===== config.mk =====
export PLATFORM = sky130hd
export DESIGN_NAME = csr_file
export DESIGN_NICKNAME = d
export VERILOG_FILES = /design/src/hdl/csr_types_pkg.sv /design/src/hdl/csr_map_pkg.sv /design/src/hdl/csr_decode.sv /design/src/hdl/csr_file.sv /design/src/hdl/csr_rw_datapath.sv /design/src/hdl/irq_regs.sv /design/src/hdl/mstatus_reg.sv /design/src/hdl/trap_regs.sv
export VERILOG_INCLUDE_DIRS = /design/src /design/src/include
export SDC_FILE = /design/constraint.sdc
export NUM_CORES = 1
export LEC_CHECK = 0
export ABC_AREA = 1
export BUFFER_PORTS_ARGS = -buffer_cell sky130_fd_sc_hd__buf_2
export CAP_MARGIN = 15
export CORE_UTILIZATION = 38
export CTS_BUF_LIST = sky130_fd_sc_hd__clkbuf_4
export DETAILED_ROUTE_END_ITERATION = 6
export MAX_ROUTING_LAYER = met4
export PLACE_DENSITY = 0.66
export REMOVE_ABC_BUFFERS = 1
export SYNTH_ARGS = -nofsm -noshare
export SYNTH_HDL_FRONTEND = slang
export SYNTH_SLANG_ARGS = --single-unit

===== constraint.sdc =====
create_clock -name clk -period 4.05 [get_ports clk]
set_input_delay 0.81 -clock clk [delete_from_list [all_inputs] [get_ports clk]]
set_output_delay 0.81 -clock clk [all_outputs]
set_load 0.02 [all_outputs]

===== src/include/csr_cfg.svh =====
// csr file configuration
// data width, hardwired identity values and trap vector alignment
// for the machine-mode csr block of an rv32 core

`ifndef CSR_CFG_SVH
`define CSR_CFG_SVH

// ====================
// datapath
`define CSR_XLEN 32                      // rv32 only

// ====================
// identity registers
`define CSR_MISA_VALUE 32'h4000_1101     // mxl=1, extensions i, m, a
`define CSR_MIMPID_VALUE 32'h0000_0001   // implementation id

// low bits forced to zero on an mtvec write
`define CSR_TVEC_ALIGN_BITS 2

`endif


===== src/hdl/csr_types_pkg.sv =====
// csr types
// data word, address, privilege level, funct3 operation,
// trap cause and the internal register select

`default_nettype none

`include "csr_cfg.svh"

package csr_types_pkg;

  typedef logic [`CSR_XLEN-1:0] xlen_t;   // one csr data word
  typedef logic [11:0]          csr_addr_t;
  typedef logic [4:0]           cause_t;  // exception / interrupt code

  // privilege level, encoding as in the isa
  typedef enum logic [1:0] {
    PRIV_U = 2'd0,
    PRIV_S = 2'd1,
    PRIV_M = 2'd3
  } priv_t;

  // csr funct3
  typedef enum logic [2:0] {
    OP_RW  = 3'b001,
    OP_RS  = 3'b010,
    OP_RC  = 3'b011,
    OP_RWI = 3'b101,
    OP_RSI = 3'b110,
    OP_RCI = 3'b111
  } csr_op_t;

  // implemented registers, ID_NONE for anything else
  typedef enum logic [3:0] {
    ID_NONE, ID_MSTATUS, ID_MISA, ID_MIE, ID_MTVEC, ID_MSCRATCH, ID_MEPC,
    ID_MCAUSE, ID_MTVAL, ID_MIP, ID_MVENDORID, ID_MARCHID, ID_MIMPID, ID_MHARTID
  } csr_id_t;

endpackage

`default_nettype wire


===== src/hdl/csr_map_pkg.sv =====
// csr address map
// machine-mode register addresses and the field positions
// inside mstatus, mie and mip

`default_nettype none

package csr_map_pkg;

  // ====================
  // addresses
  localparam csr_types_pkg::csr_addr_t CSR_MSTATUS   = 12'h300;
  localparam csr_types_pkg::csr_addr_t CSR_MISA      = 12'h301;  // read-only here
  localparam csr_types_pkg::csr_addr_t CSR_MIE       = 12'h304;
  localparam csr_types_pkg::csr_addr_t CSR_MTVEC     = 12'h305;
  localparam csr_types_pkg::csr_addr_t CSR_MSCRATCH  = 12'h340;
  localparam csr_types_pkg::csr_addr_t CSR_MEPC      = 12'h341;
  localparam csr_types_pkg::csr_addr_t CSR_MCAUSE    = 12'h342;
  localparam csr_types_pkg::csr_addr_t CSR_MTVAL     = 12'h343;
  localparam csr_types_pkg::csr_addr_t CSR_MIP       = 12'h344;
  // identity block, all in the 0xfxx read-only range
  localparam csr_types_pkg::csr_addr_t CSR_MVENDORID = 12'hF11;
  localparam csr_types_pkg::csr_addr_t CSR_MARCHID   = 12'hF12;
  localparam csr_types_pkg::csr_addr_t CSR_MIMPID    = 12'hF13;
  localparam csr_types_pkg::csr_addr_t CSR_MHARTID   = 12'hF14;

  // ====================
  // mstatus fields
  localparam int MSTATUS_MIE_BIT  = 3;
  localparam int MSTATUS_MPIE_BIT = 7;
  localparam int MSTATUS_MPP_LSB  = 11;
  localparam int MSTATUS_MPP_MSB  = 12;

  // ====================
  // mie / mip bit positions
  localparam int IRQ_MSI_BIT = 3;   // software
  localparam int IRQ_MTI_BIT = 7;   // timer
  localparam int IRQ_MEI_BIT = 11;  // external

  // pending bits owned by the interrupt pins
  localparam csr_types_pkg::xlen_t MIP_HW_MASK =
    (csr_types_pkg::xlen_t'(1) << IRQ_MSI_BIT) |
    (csr_types_pkg::xlen_t'(1) << IRQ_MTI_BIT) |
    (csr_types_pkg::xlen_t'(1) << IRQ_MEI_BIT);

endpackage

`default_nettype wire


===== src/hdl/csr_decode.sv =====
// csr address decode
// maps the address to a register select and checks existence,
// privilege and read-only rules; an illegal access never writes

`timescale 1ns/1ps
`default_nettype none

module csr_decode (
  input  wire csr_types_pkg::csr_addr_t csr_addr,
  input  wire logic                     csr_access,
  input  wire logic                     csr_we,
  input  wire csr_types_pkg::priv_t     current_priv,
  output csr_types_pkg::csr_id_t        csr_sel,
  output logic                          csr_wr_en,
  output logic                          illegal_csr
);

  import csr_types_pkg::*;
  import csr_map_pkg::*;

  logic [1:0] addr_priv;   // minimum privilege, addr[9:8]
  logic       read_only;
  logic       priv_low;

  // address to register id
  always_comb begin
    unique case (csr_addr)
      CSR_MSTATUS:   csr_sel = ID_MSTATUS;
      CSR_MISA:      csr_sel = ID_MISA;
      CSR_MIE:       csr_sel = ID_MIE;
      CSR_MTVEC:     csr_sel = ID_MTVEC;
      CSR_MSCRATCH:  csr_sel = ID_MSCRATCH;
      CSR_MEPC:      csr_sel = ID_MEPC;
      CSR_MCAUSE:    csr_sel = ID_MCAUSE;
      CSR_MTVAL:     csr_sel = ID_MTVAL;
      CSR_MIP:       csr_sel = ID_MIP;
      CSR_MVENDORID: csr_sel = ID_MVENDORID;
      CSR_MARCHID:   csr_sel = ID_MARCHID;
      CSR_MIMPID:    csr_sel = ID_MIMPID;
      CSR_MHARTID:   csr_sel = ID_MHARTID;
      default:       csr_sel = ID_NONE;  // not implemented
    endcase
  end

  // ====================
  // legality
  assign addr_priv = csr_addr[9:8];
  assign priv_low  = (current_priv < addr_priv);
  // 0xcxx-0xfxx are read-only by encoding, misa is read-only here
  assign read_only = (csr_addr[11:10] == 2'b11) || (csr_addr == CSR_MISA);

  assign illegal_csr = csr_access &&
                       ((csr_sel == ID_NONE) || priv_low || (csr_we && read_only));

  // suppressed whenever the check fails
  assign csr_wr_en = csr_we && csr_access && !illegal_csr;

endmodule

`default_nettype wire


===== src/hdl/csr_file.sv =====
// machine-mode csr file, top level
// csr instruction access with legality check, trap entry, mret
// and the machine interrupt registers

`timescale 1ns/1ps
`default_nettype none

module csr_file (
  input  wire                         clk,
  input  wire                         reset_n,
  // csr instruction port
  input  wire csr_types_pkg::csr_addr_t csr_addr,
  input  wire csr_types_pkg::xlen_t   csr_wdata,
  input  wire csr_types_pkg::csr_op_t csr_op,
  input  wire logic                   csr_we,
  input  wire logic                   csr_access,
  input  wire csr_types_pkg::priv_t   current_priv,
  output csr_types_pkg::xlen_t        csr_rdata,
  output logic                        illegal_csr,
  // trap port
  input  wire logic                   trap_entry,
  input  wire csr_types_pkg::xlen_t   trap_pc,
  input  wire csr_types_pkg::cause_t  trap_cause,
  input  wire logic                   trap_is_interrupt,
  input  wire csr_types_pkg::xlen_t   trap_val,
  output csr_types_pkg::xlen_t        trap_vector,   // handler base, = mtvec
  // trap return
  input  wire logic                   mret,
  output csr_types_pkg::xlen_t        mepc_out,
  // status
  output logic                        mstatus_mie,
  output logic                        mstatus_mpie,
  output csr_types_pkg::priv_t        mpp_out,
  // interrupt pins and state
  input  wire logic                   mtip_in,
  input  wire logic                   msip_in,
  input  wire logic                   meip_in,
  output csr_types_pkg::xlen_t        mip_out,
  output csr_types_pkg::xlen_t        mie_out
);

  import csr_types_pkg::*;

  csr_id_t csr_sel;
  logic    csr_wr_en;      // gated by the legality check
  xlen_t   csr_wr_value;
  xlen_t   mstatus_val;
  xlen_t   mscratch_val;
  xlen_t   mcause_val;
  xlen_t   mtval_val;

  // ====================
  // access path
  csr_decode u_decode (
    .csr_addr     (csr_addr),
    .csr_access   (csr_access),
    .csr_we       (csr_we),
    .current_priv (current_priv),
    .csr_sel      (csr_sel),
    .csr_wr_en    (csr_wr_en),
    .illegal_csr  (illegal_csr)
  );

  csr_rw_datapath u_datapath (
    .csr_sel      (csr_sel),
    .csr_op       (csr_op),
    .csr_wdata    (csr_wdata),
    .mstatus_val  (mstatus_val),
    .mie_val      (mie_out),
    .mip_val      (mip_out),
    .mtvec_val    (trap_vector),
    .mscratch_val (mscratch_val),
    .mepc_val     (mepc_out),
    .mcause_val   (mcause_val),
    .mtval_val    (mtval_val),
    .csr_rdata    (csr_rdata),
    .csr_wr_value (csr_wr_value)
  );

  // ====================
  // register blocks
  mstatus_reg u_mstatus (
    .clk          (clk),
    .reset_n      (reset_n),
    .csr_sel      (csr_sel),
    .csr_wr_en    (csr_wr_en),
    .csr_wr_value (csr_wr_value),
    .trap_entry   (trap_entry),
    .mret         (mret),
    .current_priv (current_priv),
    .mstatus_val  (mstatus_val),
    .mstatus_mie  (mstatus_mie),
    .mstatus_mpie (mstatus_mpie),
    .mpp_out      (mpp_out)
  );

  trap_regs u_trap_regs (
    .clk               (clk),
    .reset_n           (reset_n),
    .csr_sel           (csr_sel),
    .csr_wr_en         (csr_wr_en),
    .csr_wr_value      (csr_wr_value),
    .trap_entry        (trap_entry),
    .trap_pc           (trap_pc),
    .trap_val          (trap_val),
    .trap_cause        (trap_cause),
    .trap_is_interrupt (trap_is_interrupt),
    .mtvec_val         (trap_vector),
    .mscratch_val      (mscratch_val),
    .mepc_val          (mepc_out),
    .mcause_val        (mcause_val),
    .mtval_val         (mtval_val)
  );

  irq_regs u_irq_regs (
    .clk          (clk),
    .reset_n      (reset_n),
    .csr_sel      (csr_sel),
    .csr_wr_en    (csr_wr_en),
    .csr_wr_value (csr_wr_value),
    .mtip_in      (mtip_in),
    .msip_in      (msip_in),
    .meip_in      (meip_in),
    .mie_val      (mie_out),
    .mip_val      (mip_out)   // pins pass through combinationally
  );

endmodule

`default_nettype wire


===== src/hdl/csr_rw_datapath.sv =====
// csr read mux and read-modify-write value
// selects the addressed register, supplies the hardwired identity
// words and forms the write/set/clear result

`timescale 1ns/1ps
`default_nettype none

`include "csr_cfg.svh"

module csr_rw_datapath (
  input  wire csr_types_pkg::csr_id_t csr_sel,
  input  wire csr_types_pkg::csr_op_t csr_op,
  input  wire csr_types_pkg::xlen_t   csr_wdata,    // rs1 or zero-extended uimm
  input  wire csr_types_pkg::xlen_t   mstatus_val,
  input  wire csr_types_pkg::xlen_t   mie_val,
  input  wire csr_types_pkg::xlen_t   mip_val,
  input  wire csr_types_pkg::xlen_t   mtvec_val,
  input  wire csr_types_pkg::xlen_t   mscratch_val,
  input  wire csr_types_pkg::xlen_t   mepc_val,
  input  wire csr_types_pkg::xlen_t   mcause_val,
  input  wire csr_types_pkg::xlen_t   mtval_val,
  output csr_types_pkg::xlen_t        csr_rdata,
  output csr_types_pkg::xlen_t        csr_wr_value
);

  import csr_types_pkg::*;

  // ====================
  // read mux
  always_comb begin
    unique case (csr_sel)
      ID_MSTATUS:   csr_rdata = mstatus_val;
      ID_MISA:      csr_rdata = `CSR_MISA_VALUE;
      ID_MIE:       csr_rdata = mie_val;
      ID_MTVEC:     csr_rdata = mtvec_val;
      ID_MSCRATCH:  csr_rdata = mscratch_val;
      ID_MEPC:      csr_rdata = mepc_val;
      ID_MCAUSE:    csr_rdata = mcause_val;
      ID_MTVAL:     csr_rdata = mtval_val;
      ID_MIP:       csr_rdata = mip_val;         // includes live pin state
      ID_MIMPID:    csr_rdata = `CSR_MIMPID_VALUE;
      default:      csr_rdata = '0;  // vendor, arch, hart id and unknown read 0
    endcase
  end

  // ====================
  // new value by funct3
  always_comb begin
    unique case (csr_op)
      OP_RW, OP_RWI: csr_wr_value = csr_wdata;
      OP_RS, OP_RSI: csr_wr_value = csr_rdata | csr_wdata;    // set bits
      OP_RC, OP_RCI: csr_wr_value = csr_rdata & ~csr_wdata;   // clear bits
      default:       csr_wr_value = csr_rdata;                // keep
    endcase
  end

endmodule

`default_nettype wire


===== src/hdl/irq_regs.sv =====
// interrupt enable and pending registers
// mie is fully writable; mip keeps the software bits and
// shows msip, mtip and meip straight from the pins

`timescale 1ns/1ps
`default_nettype none

module irq_regs (
  input  wire                         clk,
  input  wire                         reset_n,
  input  wire csr_types_pkg::csr_id_t csr_sel,
  input  wire logic                   csr_wr_en,
  input  wire csr_types_pkg::xlen_t   csr_wr_value,
  input  wire logic                   mtip_in,   // clint timer
  input  wire logic                   msip_in,   // clint software
  input  wire logic                   meip_in,   // plic external
  output csr_types_pkg::xlen_t        mie_val,
  output csr_types_pkg::xlen_t        mip_val
);

  import csr_types_pkg::*;
  import csr_map_pkg::*;

  xlen_t mip_sw_q;   // hw bit positions always 0 here
  xlen_t mip_hw;

  always_ff @(posedge clk or negedge reset_n) begin
    if (!reset_n) begin
      mie_val  <= '0;
      mip_sw_q <= '0;
    end else if (csr_wr_en) begin
      if (csr_sel == ID_MIE) mie_val  <= csr_wr_value;
      if (csr_sel == ID_MIP) mip_sw_q <= csr_wr_value & ~MIP_HW_MASK;  // drop pin bits
    end
  end

  // ====================
  // pin merge, no register stage
  always_comb begin
    mip_hw = '0;
    mip_hw[IRQ_MSI_BIT] = msip_in;
    mip_hw[IRQ_MTI_BIT] = mtip_in;
    mip_hw[IRQ_MEI_BIT] = meip_in;
  end

  assign mip_val = mip_sw_q | mip_hw;

endmodule

`default_nettype wire


===== src/hdl/mstatus_reg.sv =====
// mstatus register
// keeps mie, mpie and mpp; trap entry stacks the enable,
// mret unstacks it, csr writes reach the three fields only

`timescale 1ns/1ps
`default_nettype none

module mstatus_reg (
  input  wire                         clk,
  input  wire                         reset_n,
  input  wire csr_types_pkg::csr_id_t csr_sel,
  input  wire logic                   csr_wr_en,
  input  wire csr_types_pkg::xlen_t   csr_wr_value,
  input  wire logic                   trap_entry,
  input  wire logic                   mret,
  input  wire csr_types_pkg::priv_t   current_priv,
  output csr_types_pkg::xlen_t        mstatus_val,
  output logic                        mstatus_mie,
  output logic                        mstatus_mpie,
  output csr_types_pkg::priv_t        mpp_out
);

  import csr_types_pkg::*;
  import csr_map_pkg::*;

  logic  mie_q;
  logic  mpie_q;
  priv_t mpp_q;

  // trap > mret > csr write
  always_ff @(posedge clk or negedge reset_n) begin
    if (!reset_n) begin
      mie_q  <= 1'b0;
      mpie_q <= 1'b0;
      mpp_q  <= PRIV_M;   // come out of reset in m mode
    end else if (trap_entry) begin
      mpie_q <= mie_q;
      mie_q  <= 1'b0;     // handler starts with interrupts off
      mpp_q  <= current_priv;
    end else if (mret) begin
      mie_q  <= mpie_q;
      mpie_q <= 1'b1;
      mpp_q  <= PRIV_U;   // lowest supported mode
    end else if (csr_wr_en && (csr_sel == ID_MSTATUS)) begin
      mie_q  <= csr_wr_value[MSTATUS_MIE_BIT];
      mpie_q <= csr_wr_value[MSTATUS_MPIE_BIT];
      mpp_q  <= priv_t'(csr_wr_value[MSTATUS_MPP_MSB:MSTATUS_MPP_LSB]);
    end
  end

  // full word, unimplemented fields read 0
  always_comb begin
    mstatus_val = '0;
    mstatus_val[MSTATUS_MIE_BIT]  = mie_q;
    mstatus_val[MSTATUS_MPIE_BIT] = mpie_q;
    mstatus_val[MSTATUS_MPP_MSB:MSTATUS_MPP_LSB] = mpp_q;
  end

  assign mstatus_mie  = mie_q;
  assign mstatus_mpie = mpie_q;
  assign mpp_out      = mpp_q;

endmodule

`default_nettype wire


===== src/hdl/trap_regs.sv =====
// trap handling registers
// mtvec, mscratch, mepc, mcause and mtval; trap entry captures
// pc, cause and value ahead of any csr write to those three

`timescale 1ns/1ps
`default_nettype none

`include "csr_cfg.svh"

module trap_regs (
  input  wire                         clk,
  input  wire                         reset_n,
  input  wire csr_types_pkg::csr_id_t csr_sel,
  input  wire logic                   csr_wr_en,
  input  wire csr_types_pkg::xlen_t   csr_wr_value,
  input  wire logic                   trap_entry,
  input  wire csr_types_pkg::xlen_t   trap_pc,
  input  wire csr_types_pkg::xlen_t   trap_val,
  input  wire csr_types_pkg::cause_t  trap_cause,
  input  wire logic                   trap_is_interrupt,
  output csr_types_pkg::xlen_t        mtvec_val,
  output csr_types_pkg::xlen_t        mscratch_val,
  output csr_types_pkg::xlen_t        mepc_val,
  output csr_types_pkg::xlen_t        mcause_val,
  output csr_types_pkg::xlen_t        mtval_val
);

  import csr_types_pkg::*;

  // clears the low alignment bits of mtvec
  localparam xlen_t TVEC_MASK = ~xlen_t'((1 << `CSR_TVEC_ALIGN_BITS) - 1);

  always_ff @(posedge clk or negedge reset_n) begin
    if (!reset_n) begin
      mtvec_val    <= '0;
      mscratch_val <= '0;
      mepc_val     <= '0;
      mcause_val   <= '0;
      mtval_val    <= '0;
    end else begin
      // not touched by a trap, a write always lands
      if (csr_wr_en && (csr_sel == ID_MTVEC))    mtvec_val    <= csr_wr_value & TVEC_MASK;
      if (csr_wr_en && (csr_sel == ID_MSCRATCH)) mscratch_val <= csr_wr_value;

      if (trap_entry) begin
        mepc_val   <= trap_pc;
        mcause_val <= {trap_is_interrupt, {(`CSR_XLEN-6){1'b0}}, trap_cause};
        mtval_val  <= trap_val;   // faulting address or instruction
      end else if (csr_wr_en) begin
        case (csr_sel)
          ID_MEPC:   mepc_val   <= {csr_wr_value[`CSR_XLEN-1:1], 1'b0};  // halfword aligned
          ID_MCAUSE: mcause_val <= csr_wr_value;
          ID_MTVAL:  mtval_val  <= csr_wr_value;
          default:   ;
        endcase
      end
    end
  end

endmodule

`default_nettype wire


-- Word level (Yosys, flattened, before mapping)
Cells that the tools add are included.
- register bits: 223
- bits in latches: 0
- RAM bits: 0
- memory bits (read-only): 0
- input port bits: 128
- output and inout bits: 165
- word-level logic and storage cells: 91
- memories: 0
- add/subtract/negate cells: 0
- $mul: 0
- div/mod/pow operators: 0
- $lt $le $gt $ge: 1
- eq/ne operators: 30
- shift operators: 0
- multiplexer cells: 21
- bitwise logic cells: 4
- reduce and logical (&&, ||, !) cells: 25
- operators by type and width (cell ; count):
    one-hot mux 32 bit (10 select lines) ; 1
    2-to-1 mux 32 bit ; 9
    == test 12 x 10 -> 1 bit, second input constant ; 9
    one-hot mux 32 bit (3 select lines) ; 1
    one-hot mux 4 bit (13 select lines) ; 1
    == test 12 bit, second input constant ; 4
    AND 32 bit ; 1
    inverter 32 bit ; 1
    bitwise OR 32 x 12 -> 32 bit ; 1
    bitwise OR 32 bit ; 1
    == test 4 x 3 -> 1 bit, second input constant ; 4
    == test 4 bit, second input constant ; 3
    AND reduction 2 bit ; 5
    == test 3 bit, second input constant ; 3
    == test 4 x 2 -> 1 bit, second input constant ; 2
    nonzero test 2 bit ; 4
    logical AND 1 bit ; 7
    == test 3 x 2 -> 1 bit, second input constant ; 2
    2-to-1 mux 1 bit ; 6
    2-to-1 mux 2 bit ; 3
    OR reduction 2 bit ; 3
    == test 4 x 1 -> 1 bit, second input constant ; 1
    zero test 4 bit ; 1
    == test 3 x 1 -> 1 bit, second input constant ; 1
    other kinds (5) ; 7

-- Logic depth before layout (Yosys ltp)
- depth after elaboration: 12
- depth in mapped cells: 17
- gate-level depth less buffers: 16

-- Cells and area by module
A second synthesis with hierarchy kept.
- cell total of the unflattened synthesis: 2001
- area total of the unflattened synthesis: 13390.3 um^2
- by module, submodules not included (module ; instances ; cells each ; area an instance (um^2) ; seq. area each (um^2)):
    trap_regs ; 1 ; 852 ; 6902.9 ; 3953.8
    csr_rw_datapath ; 1 ; 687 ; 2941.6 ; 0.0
    irq_regs ; 1 ; 303 ; 2620.0 ; 1526.5
    mstatus_reg ; 1 ; 68 ; 486.7 ; 102.6
    csr_decode ; 1 ; 91 ; 439.2 ; 0.0

-- Worst setup path before layout
OpenSTA, ideal clock, no wires.
- path kind: input port to output port
- start point: input csr_addr[9]
- end point: output csr_rdata[25]
- arrival: 2.466 ns
- data required time: 3.240 ns
- setup slack: 0.774 ns
- stages: 15
- path buffers: 2
- cell sequence: nand2_2 -> inv_2 -> nand2_2 -> nor2_4 -> nand2_1 -> nand2_1 -> nor2_2 -> nand3_2 -> a21oi_2 -> nand2_1 -> buf_2 -> buf_4 -> o21ai_0 -> nor2_1 -> nand2_1
- word-level cells in the longest chain between the ends: 4
- elaborated cells on any way between the ends: 25
- classes of those cells: 23 x eq/ne; 2 x mux
- ends and longest elaborated chain (what ; line ; text):
    from (decl) ; csr_file.sv:12 ; input wire csr_types_pkg::csr_addr_t csr_addr,
    == test 12 bit / == test 12 x 10 -> 1 bit (equally long branches) ; csr_decode.sv:27 ; unique case (csr_addr)
    one-hot mux 4 bit (13 select lines) (*) ; csr_decode.sv:27 ;
    == test 4 bit, or another cell as far along ; csr_rw_datapath.sv:31 ; unique case (csr_sel)
    one-hot mux 32 bit (10 select lines) (*) ; csr_rw_datapath.sv:31 ;
    to (decl) ; csr_file.sv:18 ; output csr_types_pkg::xlen_t csr_rdata,
Mark *: on every way between the ends. The rest lies on a longest branch, timed or not.

-- Worst setup path in the final report
- start point: input csr_addr[7]
- end point: output csr_rdata[28]
The elaborated chain is that of the path after synthesis.

==> impl_metrics.tcl <==
set metrics [dict create \
    r2r-end "u_mstatus.mstatus_mie" \
    yosys_warnings 0 \
    path_common_cell "nand2_1" \
    vias_per_cell 5.48 \
    netlist_top_cells_count "nand2_1, inv_1, dfrtp_1, nand3_1, nor2_1" \
    track_usage_pct 31.6 \
    met1_usage_pct 41.5 \
    synthMuxAreaShare_pct 0 \
    grt_pass1_wl_um 88700 \
    r2r_start "u_irq_regs.mie_val[3]" \
    yosysMostFrequentCell "nand2_1" \
    clk_pin_slew_ps 60 \
    r2r_cells 8 \
    routedWlPerCell_um 19.8 \
    fill_cells 3777 \
    hold_class "input port to asynchronous set/reset pin" \
    grt_pass1_vias 15431 \
    pwr-share-comb_pct 11.5 \
    final-max-slew-violation-count 0 \
    gr-total-overflow 0 \
    synth-compound-area-share_pct 14.1 \
    yosysTopAreaCellShare_pct 38.9 \
    path_max_fanout 20 \
    critical-path-max-stage-delay_ps 280 \
    clkSinkCount 223 \
    ys_ff_latch 223 \
    setup_viol 0 \
    netlist_instances 2140 \
    ys_types 38 \
    synth_area_sq_um 14200 \
    finalHoldViolations 0 \
    grtUsageMet2_pct 47.8 \
    synthTopCellsByArea "dfrtp_1, nand2_1, nand3_1, o21ai_0, inv_1" \
    fin_nets 2572 \
    path_class "input port to output port" \
    min_period_ps 3960 \
    numCtsBuffers 68 \
    multiInputGateArea_sq_um 7210 \
    numPortBuffers 289 \
    io_pins 293 \
    slew_headroom_pct 29.1 \
    status "finished, final reports clean" \
    critPathCaptureType "output port" \
    yosys.area_share.simple_pct 36.0 \
    crit_family "simple AND/OR/NAND/NOR gates" \
    clock_path_buffers 3 \
    cpMaxStageDelayCell "buf_6" \
    die_y_um 195 \
    fin_area_sq_um 17200 \
    post-route-util_pct 47.0 \
    path_buf_inv 3 \
    worstMarginPinSlew_ps 1060 \
    ant_nets 0 \
    htreeDepth 3 \
    skew_ps 59.4 \
    drive_above_1_share_pct 20.7 \
    place_congestion 0.905 \
    pwr-share-seq_pct 44.6 \
    antenna_found_initial 2 \
    post_dp_cell_area_sq_um 16300 \
    power_switching_share_pct 29.9 \
    leakagePower_nw 9.05 \
    drc_errors 0 \
    hpwl_um 38900 \
    core_sq_um 36700 \
    root_buffer "clkbuf_4" \
    final_cell_count_no_fill 2966 \
    synth_xor_area_share_pct 0 \
    yosys.area.top_type "dfrtp_1" \
    clock_power_share_pct 43.9 \
    synth_ff_type "dfrtp_1" \
    async_flop_share_pct 100 \
    area_growth_pct 21.3 \
    p_sw_mw 1.61 \
    synthAdderAreaFrac_pct 0.0881 \
    power_density_nw_per_um2 313 \
    cp.required_ps 3240 \
    vias 16245 \
    route.final.wire_length_um 58700 \
    cap_violations 0 \
    drtPass1Iterations 6 \
    fin_crit_sh_pct 97.7 \
    die_area_sq_um 38200 \
    seq_area_frac_synth_pct 39.3 \
    grt_max_degree 115 \
    start_util_pct 38.7 \
    rrSetupSlack_ps 2220 \
    ir_drop_uv 177 \
    cp_cell_sequence "buf_2, nor2_4, nand2_1, nor2_1, nand2_1, nand2_1, nand2_2, nand3_2, nand3_2, nor2_4, buf_6, nand2_1, o21ai_0, nor2_1, nand3_1, buf_2" \
    clock_latency_ps 760 \
    avgSynthCellArea_sq_um 6.64 \
    fp.dieW_um 195 \
    synth_edf_count 0 \
    synth_top_family_by_area "simple AND/OR/NAND/NOR gates" \
    critPathLaunchType "input port" \
    hold_ws_ps 110 \
    seqCellArea_sq_um 5580 \
    fp-row-count 70 \
    cp.arrival_ps 3150 \
    drtIter0Drc 1626 \
    max_freq_ghz 0.253 \
    grt_use_met3_pct 5.65 \
    top_usage_layer "met2" \
    internal-power_mw 3.78 \
    place_inst 2840 \
    cts_tree "done" \
]
[state kept, by name, indices dropped and copies added (netlist names)]
signal,count
u_irq_regs.mie_val,32
u_trap_regs.mcause_val,32
u_trap_regs.mepc_val,32
u_trap_regs.mscratch_val,32
u_trap_regs.mtval_val,32
u_trap_regs.mtvec_val,30
u_irq_regs.mip_sw_q,29
u_mstatus.mpp_out,2
u_mstatus.mstatus_mie,1
u_mstatus.mstatus_mpie,1
[placed cells by master (no fill, tap or decap), drive strengths merged, types with 2 or more instances in the layout]
cell type	netlist	layout
o22ai	37	37
o21ai	227	227
o211a	4	4
conb	1	2
dfrtp	221	221
o2111ai	2	2
buf	73	350
a21boi	61	61
nand4	42	42
inv	241	242
nand2	677	677
diode	0	2
a22oi	4	4
dfstp	2	2
bufinv	0	3
nand3b	3	3
clkbuf	45	94
clkinv	1	25
nor3	23	23
nand3	223	223
a21oi	16	16
nor2	233	233
[cell families after synthesis]
group / count (synthesis)
fa+ha+maj: 1
flops: 223
compound gates: 352
other cells: 1
buf+inv: 360
simple gates: 1203
[metal layers]
metal	wire, um	share of wire, %
met5	0	0
met4	2010	3.4
met3	5880	10
met2	26200	45
met1	24600	42
[stage by stage]
stage	setup WS, ps	TNS (ps)	power (mW)
after global routing	-12.4	-12.4	5.63
after global placement	236	0	3.04
after detailed placement	185	0	3.06
after CTS	173	0	5.44
after floorplan	-446	-12200	2.72
final	94.3	0	5.40
[area by class of cell]
| cell class | count | share of cell area [%] |
|---|---|---|
| Timing Repair Buffer | 350 | 11.8 |
| Tap cell | 468 | 3.40 |
| Inverter | 242 | 5.31 |
| Multi-Input combinational cell | 1558 | 41.9 |
| Clock inverter | 29 | 1.13 |
| Antenna cell | 2 | 0.0290 |
| Sequential cell | 223 | 32.4 |
| Clock buffer | 94 | 4.09 |
[timing repair]
action / CTS / global route
resized for setup: 0 / 2
hold buffers: 0 / 0
setup endpoints to repair: 0 / 2
buffers inserted: 0 / 1
[worst reg2reg max path: stages, from the launching register on]
cell and delay (ps):
dfrtp_1 440, nand3_1 110, nand2_1 60, nor2_1 130
nand3_1 110, nand3_1 80, nand4_1 370, o21ai_0 310
nand2_1 90
[power by group through the flow]
stage	clock (mW)	sequential, mW	combinational, mW
3_3_place_gp	0	2.44	0.603
4_1_cts	2.42	2.40	0.618
6_report	2.37	2.41	0.619
2_1_floorplan	0	2.47	0.252
3_5_place_dp	0	2.44	0.616
5_1_grt	2.54	2.42	0.676
[worst max-delay path by stage]
stage	from	depth (start not counted)	slack, ps	to
detailed placement	csr_addr[7]	16	190	csr_rdata[28]
floorplan	csr_addr[10]	13	-450	csr_rdata[13]
global route	csr_addr[3]	16	-10	csr_rdata[28]
finish	csr_addr[7]	16	90	csr_rdata[28]
CTS	csr_addr[7]	16	170	csr_rdata[28]
global placement	csr_addr[7]	16	240	csr_rdata[28]
Note: power is estimated with default switching activity, not from simulation.
